$ cat src/common/alloc_pkg.sv
package alloc_pkg;

  localparam int unsigned data_w = 32;

  typedef logic [data_w-1:0] word_t;

  // heap layout, all in bytes
  localparam word_t word_size             = 32'd4;
  localparam word_t block_header_size     = 32'd8;  // size word, then next pointer
  localparam word_t block_next_ptr_offset = 32'd4;
  localparam word_t block_alignment       = 32'd8;
  localparam word_t min_split_size        = 32'd16;

  localparam word_t null_ptr  = '0;
  localparam word_t err_nomem = '1;

  typedef struct packed {
    word_t size;
    word_t next_ptr;
  } free_block_t;

  typedef enum logic [1:0] {
    cmd_alloc,
    cmd_alloc_zero,
    cmd_free
  } cmd_kind_e;

  typedef enum logic [1:0] {
    lsu_load_word,
    lsu_load_block,
    lsu_store_word,
    lsu_store_block
  } lsu_op_e;

  // round up to the allocation granule
  function automatic word_t align_size(word_t size);
    word_t mask;
    mask = block_alignment - 32'd1;
    return (size + mask) & ~mask;
  endfunction

endpackage

$ cat src/common/cmd_if.sv
`timescale 1ns/1ps

interface cmd_if;
  import alloc_pkg::*;

  logic      valid;
  logic      ready;
  cmd_kind_e kind;
  word_t     operand;  // aligned size or user pointer

  modport decoder (
    output valid, kind, operand,
    input  ready
  );

  modport walker (
    input  valid, kind, operand,
    output ready
  );

endinterface

$ cat src/common/lsu_if.sv
`timescale 1ns/1ps

interface lsu_if;
  import alloc_pkg::*;

  // request half
  logic        req_val;
  logic        req_rdy;
  lsu_op_e     req_op;
  word_t       req_addr;
  word_t       req_word;   // store data for word ops
  free_block_t req_block;  // store data for block ops

  // response half
  logic        rsp_val;
  logic        rsp_rdy;
  word_t       rsp_word;
  free_block_t rsp_block;

  modport walker (
    output req_val, req_op, req_addr, req_word, req_block, rsp_rdy,
    input  req_rdy, rsp_val, rsp_word, rsp_block
  );

  modport unit (
    input  req_val, req_op, req_addr, req_word, req_block, rsp_rdy,
    output req_rdy, rsp_val, rsp_word, rsp_block
  );

endinterface

$ cat src/hw/cmd_decoder.sv
`timescale 1ns/1ps

module cmd_decoder (
  input  logic             clk_i,
  input  logic             rst_ni,

  input  logic             alloc_empty_i,
  output logic             alloc_read_o,
  input  alloc_pkg::word_t alloc_data_i,

  input  logic             free_empty_i,
  output logic             free_read_o,
  input  alloc_pkg::word_t free_data_i,

  cmd_if.decoder           cmd
);
  import alloc_pkg::*;

  logic      valid_q;
  cmd_kind_e kind_q;
  word_t     operand_q;

  // pop only into an empty register, alloc wins
  assign alloc_read_o = !valid_q && !alloc_empty_i;
  assign free_read_o  = !valid_q && alloc_empty_i && !free_empty_i;

  assign cmd.valid   = valid_q;
  assign cmd.kind    = kind_q;
  assign cmd.operand = operand_q;

  always_ff @(posedge clk_i) begin
    if (!rst_ni) begin
      valid_q <= 1'b0;
    end else if (alloc_read_o || free_read_o) begin
      valid_q <= 1'b1;
    end else if (valid_q && cmd.ready) begin
      valid_q <= 1'b0;
    end
  end

  always_ff @(posedge clk_i) begin
    if (alloc_read_o) begin
      kind_q    <= (alloc_data_i == '0) ? cmd_alloc_zero : cmd_alloc;
      operand_q <= align_size(alloc_data_i);
    end else if (free_read_o) begin
      kind_q    <= cmd_free;
      operand_q <= free_data_i;  // user pointer, header still in front
    end
  end

  a_one_pop: assert property (@(posedge clk_i) disable iff (!rst_ni)
    !(alloc_read_o && free_read_o));

endmodule

$ cat src/allocator/block_lsu.sv
`timescale 1ns/1ps

module block_lsu (
  input  logic             clk_i,
  input  logic             rst_ni,

  lsu_if.unit              lsu,

  output logic             mem_req_val_o,
  input  logic             mem_req_rdy_i,
  output logic             mem_req_is_write_o,
  output alloc_pkg::word_t mem_req_addr_o,
  output alloc_pkg::word_t mem_req_data_o,

  input  logic             mem_rsp_val_i,
  output logic             mem_rsp_rdy_o,
  input  alloc_pkg::word_t mem_rsp_data_i
);
  import alloc_pkg::*;

  typedef enum logic [1:0] {
    st_idle,
    st_req,
    st_rsp,
    st_done
  } lsu_state_e;

  lsu_state_e  state_q;
  logic        beat_q;   // 0 size word, 1 next word
  lsu_op_e     op_q;
  word_t       addr_q;
  word_t       wdata_q;
  free_block_t wblock_q;
  free_block_t rblock_q;
  logic        is_block;

  assign is_block = (op_q == lsu_load_block) || (op_q == lsu_store_block);

  assign lsu.req_rdy   = (state_q == st_idle);
  assign lsu.rsp_val   = (state_q == st_done);
  assign lsu.rsp_word  = rblock_q.size;  // word loads land in the size slot
  assign lsu.rsp_block = rblock_q;

  assign mem_req_val_o      = (state_q == st_req);
  assign mem_req_is_write_o = (op_q == lsu_store_word) || (op_q == lsu_store_block);
  assign mem_req_addr_o     = beat_q ? addr_q + word_size : addr_q;
  assign mem_rsp_rdy_o      = (state_q == st_rsp);

  always_comb begin
    if (!is_block) begin
      mem_req_data_o = wdata_q;
    end else begin
      mem_req_data_o = beat_q ? wblock_q.next_ptr : wblock_q.size;
    end
  end

  always_ff @(posedge clk_i) begin
    if (!rst_ni) begin
      state_q <= st_idle;
      beat_q  <= 1'b0;
    end else begin
      case (state_q)
        st_idle: begin
          if (lsu.req_val) begin
            state_q <= st_req;
            beat_q  <= 1'b0;
          end
        end
        st_req: begin
          if (mem_req_rdy_i) state_q <= st_rsp;
        end
        st_rsp: begin
          if (mem_rsp_val_i) begin
            if (is_block && !beat_q) begin
              beat_q  <= 1'b1;
              state_q <= st_req;  // second word of the header
            end else begin
              state_q <= st_done;
            end
          end
        end
        st_done: begin
          if (lsu.rsp_rdy) state_q <= st_idle;
        end
        default: state_q <= st_idle;
      endcase
    end
  end

  always_ff @(posedge clk_i) begin
    if (lsu.req_val && lsu.req_rdy) begin
      op_q     <= lsu.req_op;
      addr_q   <= lsu.req_addr;
      wdata_q  <= lsu.req_word;
      wblock_q <= lsu.req_block;
    end
    if (mem_rsp_val_i && mem_rsp_rdy_o && !mem_req_is_write_o) begin
      if (beat_q) begin
        rblock_q.next_ptr <= mem_rsp_data_i;
      end else begin
        rblock_q.size <= mem_rsp_data_i;
      end
    end
  end

  a_req_stable: assert property (@(posedge clk_i) disable iff (!rst_ni)
    mem_req_val_o && !mem_req_rdy_i |=> mem_req_val_o && $stable(mem_req_addr_o));

endmodule

$ cat src/allocator/freelist_walker.sv
`timescale 1ns/1ps

module freelist_walker #(
  parameter alloc_pkg::word_t free_list_head_addr = 32'h0000_0000
) (
  input  logic             clk_i,
  input  logic             rst_ni,

  cmd_if.walker            cmd,
  lsu_if.walker            lsu,

  input  logic             resp_full_i,
  output logic             resp_write_o,
  output alloc_pkg::word_t resp_data_o
);
  import alloc_pkg::*;

  typedef enum logic [3:0] {
    st_idle,
    st_ld_head,
    st_wait_head,
    st_check,       // look at next_q, the next block in line
    st_ld_blk,
    st_wait_blk,
    st_fit,
    st_st_size,
    st_st_split,
    st_st_free_next,
    st_st_link,
    st_wait_store,
    st_respond
  } walk_state_e;

  walk_state_e state_q, state_d;
  walk_state_e ret_q, ret_d;  // where a store returns to

  logic        is_free_q;
  word_t       size_q;       // aligned request size
  word_t       free_blk_q;   // header address of the block being freed
  word_t       link_q;       // address of the word that points at next_q
  word_t       next_q;
  word_t       cur_q;        // header address of blk_q
  free_block_t blk_q;
  word_t       link_val_q;   // value written into the link word
  word_t       resp_q;

  word_t remainder;
  word_t split_addr;
  logic  fits;
  logic  do_split;

  assign remainder  = blk_q.size - size_q;
  assign split_addr = cur_q + block_header_size + size_q;
  assign fits       = blk_q.size >= size_q;
  assign do_split   = remainder >= min_split_size;

  assign resp_data_o = resp_q;

  always_comb begin
    state_d       = state_q;
    ret_d         = ret_q;
    cmd.ready     = 1'b0;
    resp_write_o  = 1'b0;
    lsu.req_val   = 1'b0;
    lsu.req_op    = lsu_load_word;
    lsu.req_addr  = free_list_head_addr;
    lsu.req_word  = '0;
    lsu.req_block = '0;
    lsu.rsp_rdy   = 1'b0;

    case (state_q)
      st_idle: begin
        cmd.ready = 1'b1;
        if (cmd.valid) begin
          state_d = (cmd.kind == cmd_alloc_zero) ? st_respond : st_ld_head;
        end
      end

      st_ld_head: begin
        lsu.req_val = 1'b1;
        if (lsu.req_rdy) state_d = st_wait_head;
      end

      st_wait_head: begin
        lsu.rsp_rdy = 1'b1;
        if (lsu.rsp_val) state_d = st_check;
      end

      st_check: begin
        if (is_free_q) begin
          // insert point found once the list passes the freed block
          if (next_q == null_ptr || next_q > free_blk_q) begin
            state_d = st_st_free_next;
          end else begin
            state_d = st_ld_blk;
          end
        end else begin
          state_d = (next_q == null_ptr) ? st_respond : st_ld_blk;
        end
      end

      st_ld_blk: begin
        lsu.req_val  = 1'b1;
        lsu.req_op   = lsu_load_block;
        lsu.req_addr = next_q;
        if (lsu.req_rdy) state_d = st_wait_blk;
      end

      st_wait_blk: begin
        lsu.rsp_rdy = 1'b1;
        if (lsu.rsp_val) state_d = is_free_q ? st_check : st_fit;
      end

      st_fit: begin
        if (!fits) begin
          state_d = st_check;
        end else begin
          state_d = do_split ? st_st_size : st_st_link;
        end
      end

      st_st_size: begin
        lsu.req_val  = 1'b1;
        lsu.req_op   = lsu_store_word;
        lsu.req_addr = cur_q;
        lsu.req_word = size_q;
        if (lsu.req_rdy) begin
          state_d = st_wait_store;
          ret_d   = st_st_split;
        end
      end

      st_st_split: begin
        lsu.req_val   = 1'b1;
        lsu.req_op    = lsu_store_block;
        lsu.req_addr  = split_addr;
        lsu.req_block = '{size: remainder - block_header_size, next_ptr: blk_q.next_ptr};
        if (lsu.req_rdy) begin
          state_d = st_wait_store;
          ret_d   = st_st_link;
        end
      end

      st_st_free_next: begin
        lsu.req_val  = 1'b1;
        lsu.req_op   = lsu_store_word;
        lsu.req_addr = free_blk_q + block_next_ptr_offset;
        lsu.req_word = next_q;
        if (lsu.req_rdy) begin
          state_d = st_wait_store;
          ret_d   = st_st_link;
        end
      end

      st_st_link: begin
        lsu.req_val  = 1'b1;
        lsu.req_op   = lsu_store_word;
        lsu.req_addr = link_q;
        lsu.req_word = link_val_q;
        if (lsu.req_rdy) begin
          state_d = st_wait_store;
          ret_d   = is_free_q ? st_idle : st_respond;  // free ends silently
        end
      end

      st_wait_store: begin
        lsu.rsp_rdy = 1'b1;
        if (lsu.rsp_val) state_d = ret_q;
      end

      st_respond: begin
        if (!resp_full_i) begin
          resp_write_o = 1'b1;
          state_d      = st_idle;
        end
      end

      default: state_d = st_idle;
    endcase
  end

  always_ff @(posedge clk_i) begin
    if (!rst_ni) begin
      state_q <= st_idle;
      ret_q   <= st_idle;
    end else begin
      state_q <= state_d;
      ret_q   <= ret_d;
    end
  end

  always_ff @(posedge clk_i) begin
    case (state_q)
      st_idle: begin
        if (cmd.valid) begin
          is_free_q  <= (cmd.kind == cmd_free);
          size_q     <= cmd.operand;
          free_blk_q <= cmd.operand - block_header_size;
          link_q     <= free_list_head_addr;
          resp_q     <= null_ptr;  // only seen on zero size
        end
      end
      st_wait_head: begin
        if (lsu.rsp_val) next_q <= lsu.rsp_word;
      end
      st_check: begin
        if (is_free_q) begin
          link_val_q <= free_blk_q;
        end else if (next_q == null_ptr) begin
          resp_q <= err_nomem;
        end
      end
      st_ld_blk: begin
        if (lsu.req_rdy) cur_q <= next_q;
      end
      st_wait_blk: begin
        if (lsu.rsp_val) begin
          blk_q <= lsu.rsp_block;
          if (is_free_q) begin
            link_q <= cur_q + block_next_ptr_offset;
            next_q <= lsu.rsp_block.next_ptr;
          end
        end
      end
      st_fit: begin
        if (!fits) begin
          link_q <= cur_q + block_next_ptr_offset;
          next_q <= blk_q.next_ptr;
        end else begin
          resp_q     <= cur_q + block_header_size;
          link_val_q <= do_split ? split_addr : blk_q.next_ptr;  // split or unlink
        end
      end
      default: ;
    endcase
  end

  a_no_write_full: assert property (@(posedge clk_i) disable iff (!rst_ni)
    resp_full_i |-> !resp_write_o);

  a_lsu_req_hold: assert property (@(posedge clk_i) disable iff (!rst_ni)
    lsu.req_val && !lsu.req_rdy |=> lsu.req_val && $stable(lsu.req_addr));

endmodule

$ cat src/hw/alloc_core_top.sv
`timescale 1ns/1ps

module alloc_core_top #(
  parameter alloc_pkg::word_t free_list_head_addr = 32'h0000_0000
) (
  input  logic             clk_i,
  input  logic             rst_ni,

  input  logic             alloc_empty_i,
  output logic             alloc_read_o,
  input  alloc_pkg::word_t alloc_data_i,

  input  logic             free_empty_i,
  output logic             free_read_o,
  input  alloc_pkg::word_t free_data_i,

  input  logic             resp_full_i,
  output logic             resp_write_o,
  output alloc_pkg::word_t resp_data_o,

  output logic             mem_req_val_o,
  input  logic             mem_req_rdy_i,
  output logic             mem_req_is_write_o,
  output alloc_pkg::word_t mem_req_addr_o,
  output alloc_pkg::word_t mem_req_data_o,

  input  logic             mem_rsp_val_i,
  output logic             mem_rsp_rdy_o,
  input  alloc_pkg::word_t mem_rsp_data_i
);

  cmd_if cmd_bus ();
  lsu_if lsu_bus ();

  cmd_decoder dec_i (
    .clk_i,
    .rst_ni,
    .alloc_empty_i,
    .alloc_read_o,
    .alloc_data_i,
    .free_empty_i,
    .free_read_o,
    .free_data_i,
    .cmd (cmd_bus.decoder)
  );

  freelist_walker #(
    .free_list_head_addr (free_list_head_addr)
  ) walker_i (
    .clk_i,
    .rst_ni,
    .cmd (cmd_bus.walker),
    .lsu (lsu_bus.walker),
    .resp_full_i,
    .resp_write_o,
    .resp_data_o
  );

  block_lsu lsu_i (
    .clk_i,
    .rst_ni,
    .lsu (lsu_bus.unit),
    .mem_req_val_o,
    .mem_req_rdy_i,
    .mem_req_is_write_o,
    .mem_req_addr_o,
    .mem_req_data_o,
    .mem_rsp_val_i,
    .mem_rsp_rdy_o,
    .mem_rsp_data_i
  );

endmodule

$ cat config.mk
export PLATFORM = sky130hd
export DESIGN_NAME = alloc_core_top
export DESIGN_NICKNAME = d
export VERILOG_FILES = /design/src/common/alloc_pkg.sv /design/src/common/cmd_if.sv /design/src/common/lsu_if.sv /design/src/hw/cmd_decoder.sv /design/src/allocator/block_lsu.sv /design/src/allocator/freelist_walker.sv /design/src/hw/alloc_core_top.sv
export SDC_FILE = /design/constraint.sdc
export NUM_CORES = 1
export LEC_CHECK = 0
export BUFFER_PORTS_ARGS = -buffer_cell sky130_fd_sc_hd__buf_4
export CAP_MARGIN = 30
export CORE_MARGIN = 2
export CORE_UTILIZATION = 50
export DETAILED_ROUTE_END_ITERATION = 16
export GPL_TIMING_DRIVEN = 0
export HOLD_SLACK_MARGIN = 0.06
export PLACE_DENSITY_LB_ADDON = 0.3
export SYNTH_ARGS = -nofsm -noshare
export SYNTH_HDL_FRONTEND = slang
export SYNTH_SLANG_ARGS = --single-unit
export TNS_END_PERCENT = 1
$ cat constraint.sdc
create_clock -name clk_i -period 14.55 [get_ports clk_i]
set_clock_uncertainty 0.05 [all_clocks]
set_input_delay 1.455 -clock clk_i [delete_from_list [all_inputs] [get_ports clk_i]]
set_output_delay 1.455 -clock clk_i [all_outputs]
set_load 0.05 [all_outputs]
=== Word-level counts from Yosys, hierarchy flattened ===
Index checks and enable logic that the tools add are counted.

* Memories kept: 0
* Flip-flop bits (word level): 529
* Latch bits: 0
* Memory bits (writable): 0
* Output and inout bits: 102
* Input port bits: 103
* ROM bits: 0
* Word-level logic and storage cells: 194

* $add $sub $neg: 9
* Muxes and demuxes: 67
* Shifts and indexed selects: 0
* $lt $le $gt $ge: 3
* Equal/unequal tests: 42
* Div/mod/pow operators: 0
* Reduce and logical (&&, ||, !) cells: 47
* Bitwise operators: 1
* $mul: 0

{| class="wikitable"
|+ Operators with widths
! kind !! number
|-
| 32-bit 2-to-1 mux || 19
|-
| 32-bit case mux with 3 select lines || 4
|-
| 32-bit case mux with 5 select lines || 1
|-
| 32-bit by 3-bit adder with 32-bit output (second input constant) || 4
|-
| 4-bit 2-to-1 mux || 18
|-
| 32-bit zero test || 2
|-
| 32-bit case mux with 2 select lines || 1
|-
| 32-bit by 4-bit subtractor with 32-bit output (second input constant) || 2
|-
| 4-bit case mux with 10 select lines || 1
|-
| 32-bit adder || 1
|-
| 32-bit by 4-bit adder with 32-bit output (second input constant) || 1
|-
| 32-bit >= comparator || 1
|-
| 32-bit by 5-bit >= comparator with 1-bit output (second input constant) || 1
|-
| 32-bit > comparator || 1
|-
| 32-bit subtractor || 1
|-
| 2-bit by 1-bit inequality test with 1-bit output (second input constant) || 13
|-
| 4-bit == test (second input constant) || 5
|-
| 2-bit inequality test (second input constant) || 9
|-
| 4-bit by 3-bit == test with 1-bit output (second input constant) || 4
|-
| 5-bit AND reduction || 3
|-
| 2-bit 2-to-1 mux || 7
|-
| 4-bit case mux with 3 select lines || 1
|-
| 4-bit AND reduction || 3
|-
| 3-bit nonzero test || 4
|-
| other kinds (23) || 62
|}

=== Logic depth before layout (Yosys ltp) ===
* Depth in word-level cells: 6
* Gate-level depth with buffers: 20
* Mapped depth without buffers: 19

=== Hierarchy ===
Synthesis repeated with hierarchy kept, for this count alone.

* Cells, all modules: 2733
* Area total of the unflattened synthesis: 29408.2 um2

{| class="wikitable"
|+ By module, submodules not included
! module !! area an instance (um2) !! seq. area each (um2) !! cells an instance !! times used
|-
| freelist_walker || 19845.3 || 8728.4 || 2073 || 1
|-
| block_lsu || 7495.9 || 5885.6 || 450 || 1
|-
| cmd_decoder || 2067.0 || 1011.0 || 210 || 1
|}

=== Worst setup path before layout ===
Ideal clock, no wire load.

* Path kind: reg-to-reg
* Start: register walker_i.state_q[0]
* End: register lsu_i.addr_q[0] (enable)
* Library setup time: 0.778 ns
* Clock period less this slack: 10.654 ns
* Path buffers: 1
* Data required time: 13.722 ns
* Arrival time: 9.826 ns
* Stages on the path, launching flop included: 6
* Slack: 3.896 ns
* Path through: dfxtp_1 -> clkbuf_1 -> xor2_1 -> o21ai_0 -> o21ai_0 -> nor3_1

* Word-level cells in the longest chain between the ends: 4
* Elaborated cells between the ends (all ways): 9
* Classes of those cells: eq/ne: 6; mux: 1; reduce/logical: 2

{| class="wikitable"
|+ RTL lines
! what !! RTL line !! source
|-
| start, declared || freelist_walker.sv:34 || <nowiki>walk_state_e state_q, state_d;</nowiki>
|-
| start signal, assigned || freelist_walker.sv:184 || <nowiki>state_q <= st_idle;</nowiki>
|-
| start signal, assigned || freelist_walker.sv:187 || <nowiki>state_q <= state_d;</nowiki>
|-
| 4-bit by 1-bit == test with 1-bit output (tied with other cells) || freelist_walker.sv:71 || <nowiki>case (state_q)</nowiki>
|-
| 6-bit OR reduction (no source line) (*) || -- ||
|-
| 1-bit 2-to-1 mux (*) || freelist_walker.sv:71 ||
|-
| 1-bit logical AND (*) || block_lsu.sv:91 || <nowiki>if (lsu.req_val && lsu.req_rdy) begin</nowiki>
|-
| end signal, assigned || block_lsu.sv:93 || <nowiki>addr_q <= lsu.req_addr;</nowiki>
|-
| end, declared || block_lsu.sv:31 || <nowiki>word_t addr_q;</nowiki>
|}

Mark *: on every way between the ends. The rest lies on a longest branch, timed or not.
A chain may end at the register's enable or synchronous reset.

=== Worst setup path after layout ===
* Start: register walker_i.cur_q[3]
* End: register lsu_i.addr_q[29], data pin

* Word-level cells in the longest chain between the ends: 3

{| class="wikitable"
|+ RTL lines
! what !! RTL line !! source
|-
| start, declared || freelist_walker.sv:42 || <nowiki>word_t cur_q;</nowiki>
|-
| start signal, assigned || freelist_walker.sv:214 || <nowiki>if (lsu.req_rdy) cur_q <= next_q;</nowiki>
|-
| 32-bit by 4-bit adder with 32-bit output || freelist_walker.sv:53 || <nowiki>assign split_addr = cur_q + block_header_size + size_q;</nowiki>
|-
| 32-bit adder || freelist_walker.sv:53 ||
|-
| 32-bit case mux with 5 select lines || freelist_walker.sv:71 ||
|-
| via lsu_bus.req_addr[29] || lsu_if.sv:10 || <nowiki>word_t req_addr;</nowiki>
|}

The timed path passes the listed nets, and every way through them passes these cells.

==> metrics.log <==
[metrics] FF-to-FF Start: walker_i.cur_q[3]
[metrics] final design instance area without fill: 33800 µm²
[metrics] number of iterations in the first detailed-routing pass: 7
[metrics] max_cap viols: 0
[metrics] mapped cell area: 28600 µm²
[metrics] global-route usage over all layers: about a third
[metrics] postcts setup bufs: 0
[metrics] adder-cell area share of the yosys netlist: roughly 4.6%
[metrics] cells resized by post-CTS repair: 0
[metrics] dominant combinational cell family by area after synthesis: simple AND/OR/NAND/NOR gates
[metrics] gr ovfl total: 0
[metrics] remaining design rule violation count: 0
[metrics] number of port buffers: 204
[metrics] xor-xnor portion of the synthesized cell area: under 10%
[metrics] outcome: finished clean
[metrics] register area share after synthesis: 54.6%
[metrics] cell count after synthesis: 2635
[metrics] post-DR wirelength/cell: 26.4 µm
[metrics] net count of the mapped netlist: 2841
[metrics] post-synthesis compound-gate area fraction: 12.4%
[metrics] most frequent standard cell in the layout excluding fill and tap cells: edfxtp_1
[metrics] number of nets with antenna violations after detailed routing: 0
[metrics] CTS tree: done
[metrics] setup violation total in the final timing report: 0
[metrics] fraction of final layout cells sized beyond drive strength 1: 13.2%
[metrics] top flop regs: lsu_i.wblock_q x64, walker_i.blk_q x64
[metrics] highest cell delay on the worst timing path: 850 ps
[metrics] drt first-iter violations: 3009
[metrics] Post-Syn Area per Cell: 10.9 µm²
[metrics] peak fanout along the critical path: 7
[metrics] Yosys cell types: 80
[metrics] Final Critical Period: between 6000 and 7000 ps
[metrics] worst path required time: 14820 ps
[metrics] classification of the worst setup path: reg2reg
[metrics] CP cell instances: nand3_1, or2_2, nor2_1, nand3_1, nor2_1, xor2_1, ha_1, nand3_1, nand2_1, nor3_1, nor4b_1, o31ai_1, a31oi_1, nor2_1, o31ai_1, o221ai_1
[metrics] core footprint: around 56000 µm²
[metrics] Post-Place Worst Slack: roughly 8300 ps
[metrics] Fin Hold WS: 388 ps
[metrics] number of standard-cell rows in the floorplan: 87
[metrics] Peak supply drop: slightly above 0.2 mV
[metrics] via count normalized by instance count: 6.15
[metrics] number of sinks on the clock net: 525
[metrics] Cells on Worst Hold Path: 0
[metrics] Max H-tree Level: 2
[metrics] setup_tns: 0 ps
[metrics] final hold violation count: 0
[metrics] Synth Register Bits: 525
[metrics] placed cell area: 31700 µm²
[metrics] Period Utilization, post-route: 45.0%
[metrics] leakage power figure: 12.8 nW
[metrics] number of standard cells in the final layout excluding fillers: 3742
[metrics] initial antenna violation count: 0
[metrics] slowest cell on the critical path: nor4b_1
[metrics] depth of the worst register-to-register path: 16
[metrics] final standard cell utilization of the core: 59.8%
[metrics] die height: ~240 µm
[metrics] Layout Nets: 3145
[metrics] number of cells in the design after placement: 3634
[metrics] crit end category: register
[metrics] RR Endpoint: lsu_i.addr_q[29]
[metrics] total number of vias: 23000
[metrics] top flip-flop cell by instance count after synthesis: edfxtp_1
[metrics] Final Max Tran Viols: 0
[metrics] setup slack after layout: 8010 ps
[metrics] clk buf depth: 3
[metrics] headroom to the max-slew limit: 26.1%
[metrics] Synth Warn #: 0
[metrics] effective utilization at floorplan: 50.7%
[metrics] mux share of post-synthesis cell area: about 2.8%
[metrics] first-pass GRT wire length: 142000 µm
[metrics] via count of the first global-routing pass: between 20000 and 25000
[metrics] Arr. time, crit path: roughly 7000 ps
[metrics] post-synthesis to final-layout area growth: 17.9%
[metrics] setup repair after global routing missed its margin: no
[metrics] number of enable flip-flop cells after synthesis: 511
[metrics] post-route total power: approximately 6.5 mW
[metrics] commonest non-fill, non-tap cells in the layout: 511 x edfxtp_1, 346 x nand2_1, 211 x buf_4, 202 x nor2_1, 138 x inv_1
[metrics] R2R Setup Slk: 8010 ps
[metrics] fraction of registers with async set/reset: 0%
[metrics] DIE WIDTH: 243 µm
[metrics] root buffer cell: clkbuf_16
[metrics] total CTS buffers: 56
[metrics] clk slew on worst S/H paths: 60 ps
[metrics] Clock Latency Late Sink: approximately 650 ps
[metrics] count of pins on the block boundary: slightly above 200
[metrics] count of hold-fix buffers inserted at cts: 0
[metrics] maximum number of pins on one net before global-route repair: 42
[metrics] source of the worst hold timing path: dec_i.cmd.operand[2]
[metrics] Final HPWL DP: 78000 µm
[metrics] final routed wirelength across all metal layers: 98700 µm
[metrics] highest clock rate: 153 MHz
[metrics] path type of the worst min-delay path: reg2reg
[metrics] area fraction in and, or, nand and nor cells after synthesis: approximately 15%
[metrics] FILL cells: approximately 4700
[metrics] die area: 59200 µm²
[metrics] weighted congestion reported at the end of routability-driven placement: approximately 0.98
[metrics] Hold Path End: walker_i.free_blk_q[2]
[metrics] Power per Cell Area: 194 nW/µm²
[metrics] transition time at the pin with the least slew margin: 1110 ps
[metrics] startpoint types: register
## cell families (layout without fill, tap and decap cells)
family | Yosys count | after routing
flip-flops | 525 | 525
AND/OR/NAND/NOR | 914 | 914
adder cells (fa/ha/maj) | 103 | 103
multiplexers | 79 | 79
other | 0 | 1
AO/OA/AOI/OAI | 522 | 522
XOR/XNOR | 230 | 230
buffers and inverters | 262 | 612
## cells in the mapped netlist (14+ instances only)
master | number | area, µm²
ha_1 | 101 | 1260
a22oi_1 | 55 | 413
nand4_1 | 39 | 244
buf_1 | 16 | 60.1
edfxtp_1 | 511 | 15300
nor2_1 | 203 | 762
inv_1 | 138 | 518
nand3_1 | 77 | 385
dfxtp_1 | 14 | 280
nand2_1 | 346 | 1300
a21o_1 | 46 | 345
o211ai_1 | 17 | 128
clkbuf_1 | 100 | 375
nor2b_1 | 20 | 125
a21oi_1 | 130 | 651
or3_1 | 24 | 150
xnor2_1 | 136 | 1190
o21ai_0 | 98 | 490
xor2_1 | 94 | 823
and3_1 | 27 | 169
a222oi_1 | 40 | 400
and2_1 | 37 | 231
nand2b_1 | 16 | 100
mux2i_1 | 68 | 681
nor4_1 | 28 | 175
nor3_1 | 49 | 245
## area by class of cell
class / instances / area, µm² / share of cell area, %
Tap cell: 756 / 946 / 2.80
Buffer: 124 / 520 / 1.54
Antenna cell: 1 / 2.50 / 0.00741
Timing Repair Buffer: 246 / 2050 / 6.09
Clock buffer: 62 / 1430 / 4.25
Multi-Input combinational cell: 1848 / 12100 / 35.7
Clock inverter: 42 / 601 / 1.78
Sequential cell: 525 / 15600 / 46.3
Inverter: 138 / 518 / 1.53
## how the worst max path moves through the flow
stage,startpoint,end,cells after the start,slack [ps]
global placement,walker_i.state_q[0],lsu_i.wblock_q[63],5,-230
finish,walker_i.cur_q[3],lsu_i.addr_q[29],16,8010
global route,walker_i.cur_q[3],walker_i.link_val_q[29],18,7950
detailed placement,walker_i.cur_q[3],walker_i.link_val_q[29],17,8280
CTS,walker_i.cur_q[3],lsu_i.addr_q[29],16,8240
floorplan,walker_i.state_q[0],lsu_i.addr_q[0],5,3900
## critical path, delay by kind of cell, from the launching register on
kind,cells,cell delay (ps)
simple gates,10,3210
compound gates,4,1670
flops,1,550
xor+xnor,1,370
fa+ha+maj,1,360
## where the power goes
group	internal, mW	switching, mW
clock	0.932	0.630
sequential	2.16	0.268
combinational	0.798	1.76
total	3.89	2.66
## per-layer routing
metal	vias up	global-route usage, %	share of wire [%]
met5	-	1.47	0.12
met4	2	14.1	4.9
met3	240	5.81	9.9
met2	1297	53.8	47
met1	11100	42.5	38
li1	10300	-	-
Note: power is estimated with default switching activity, not from simulation.
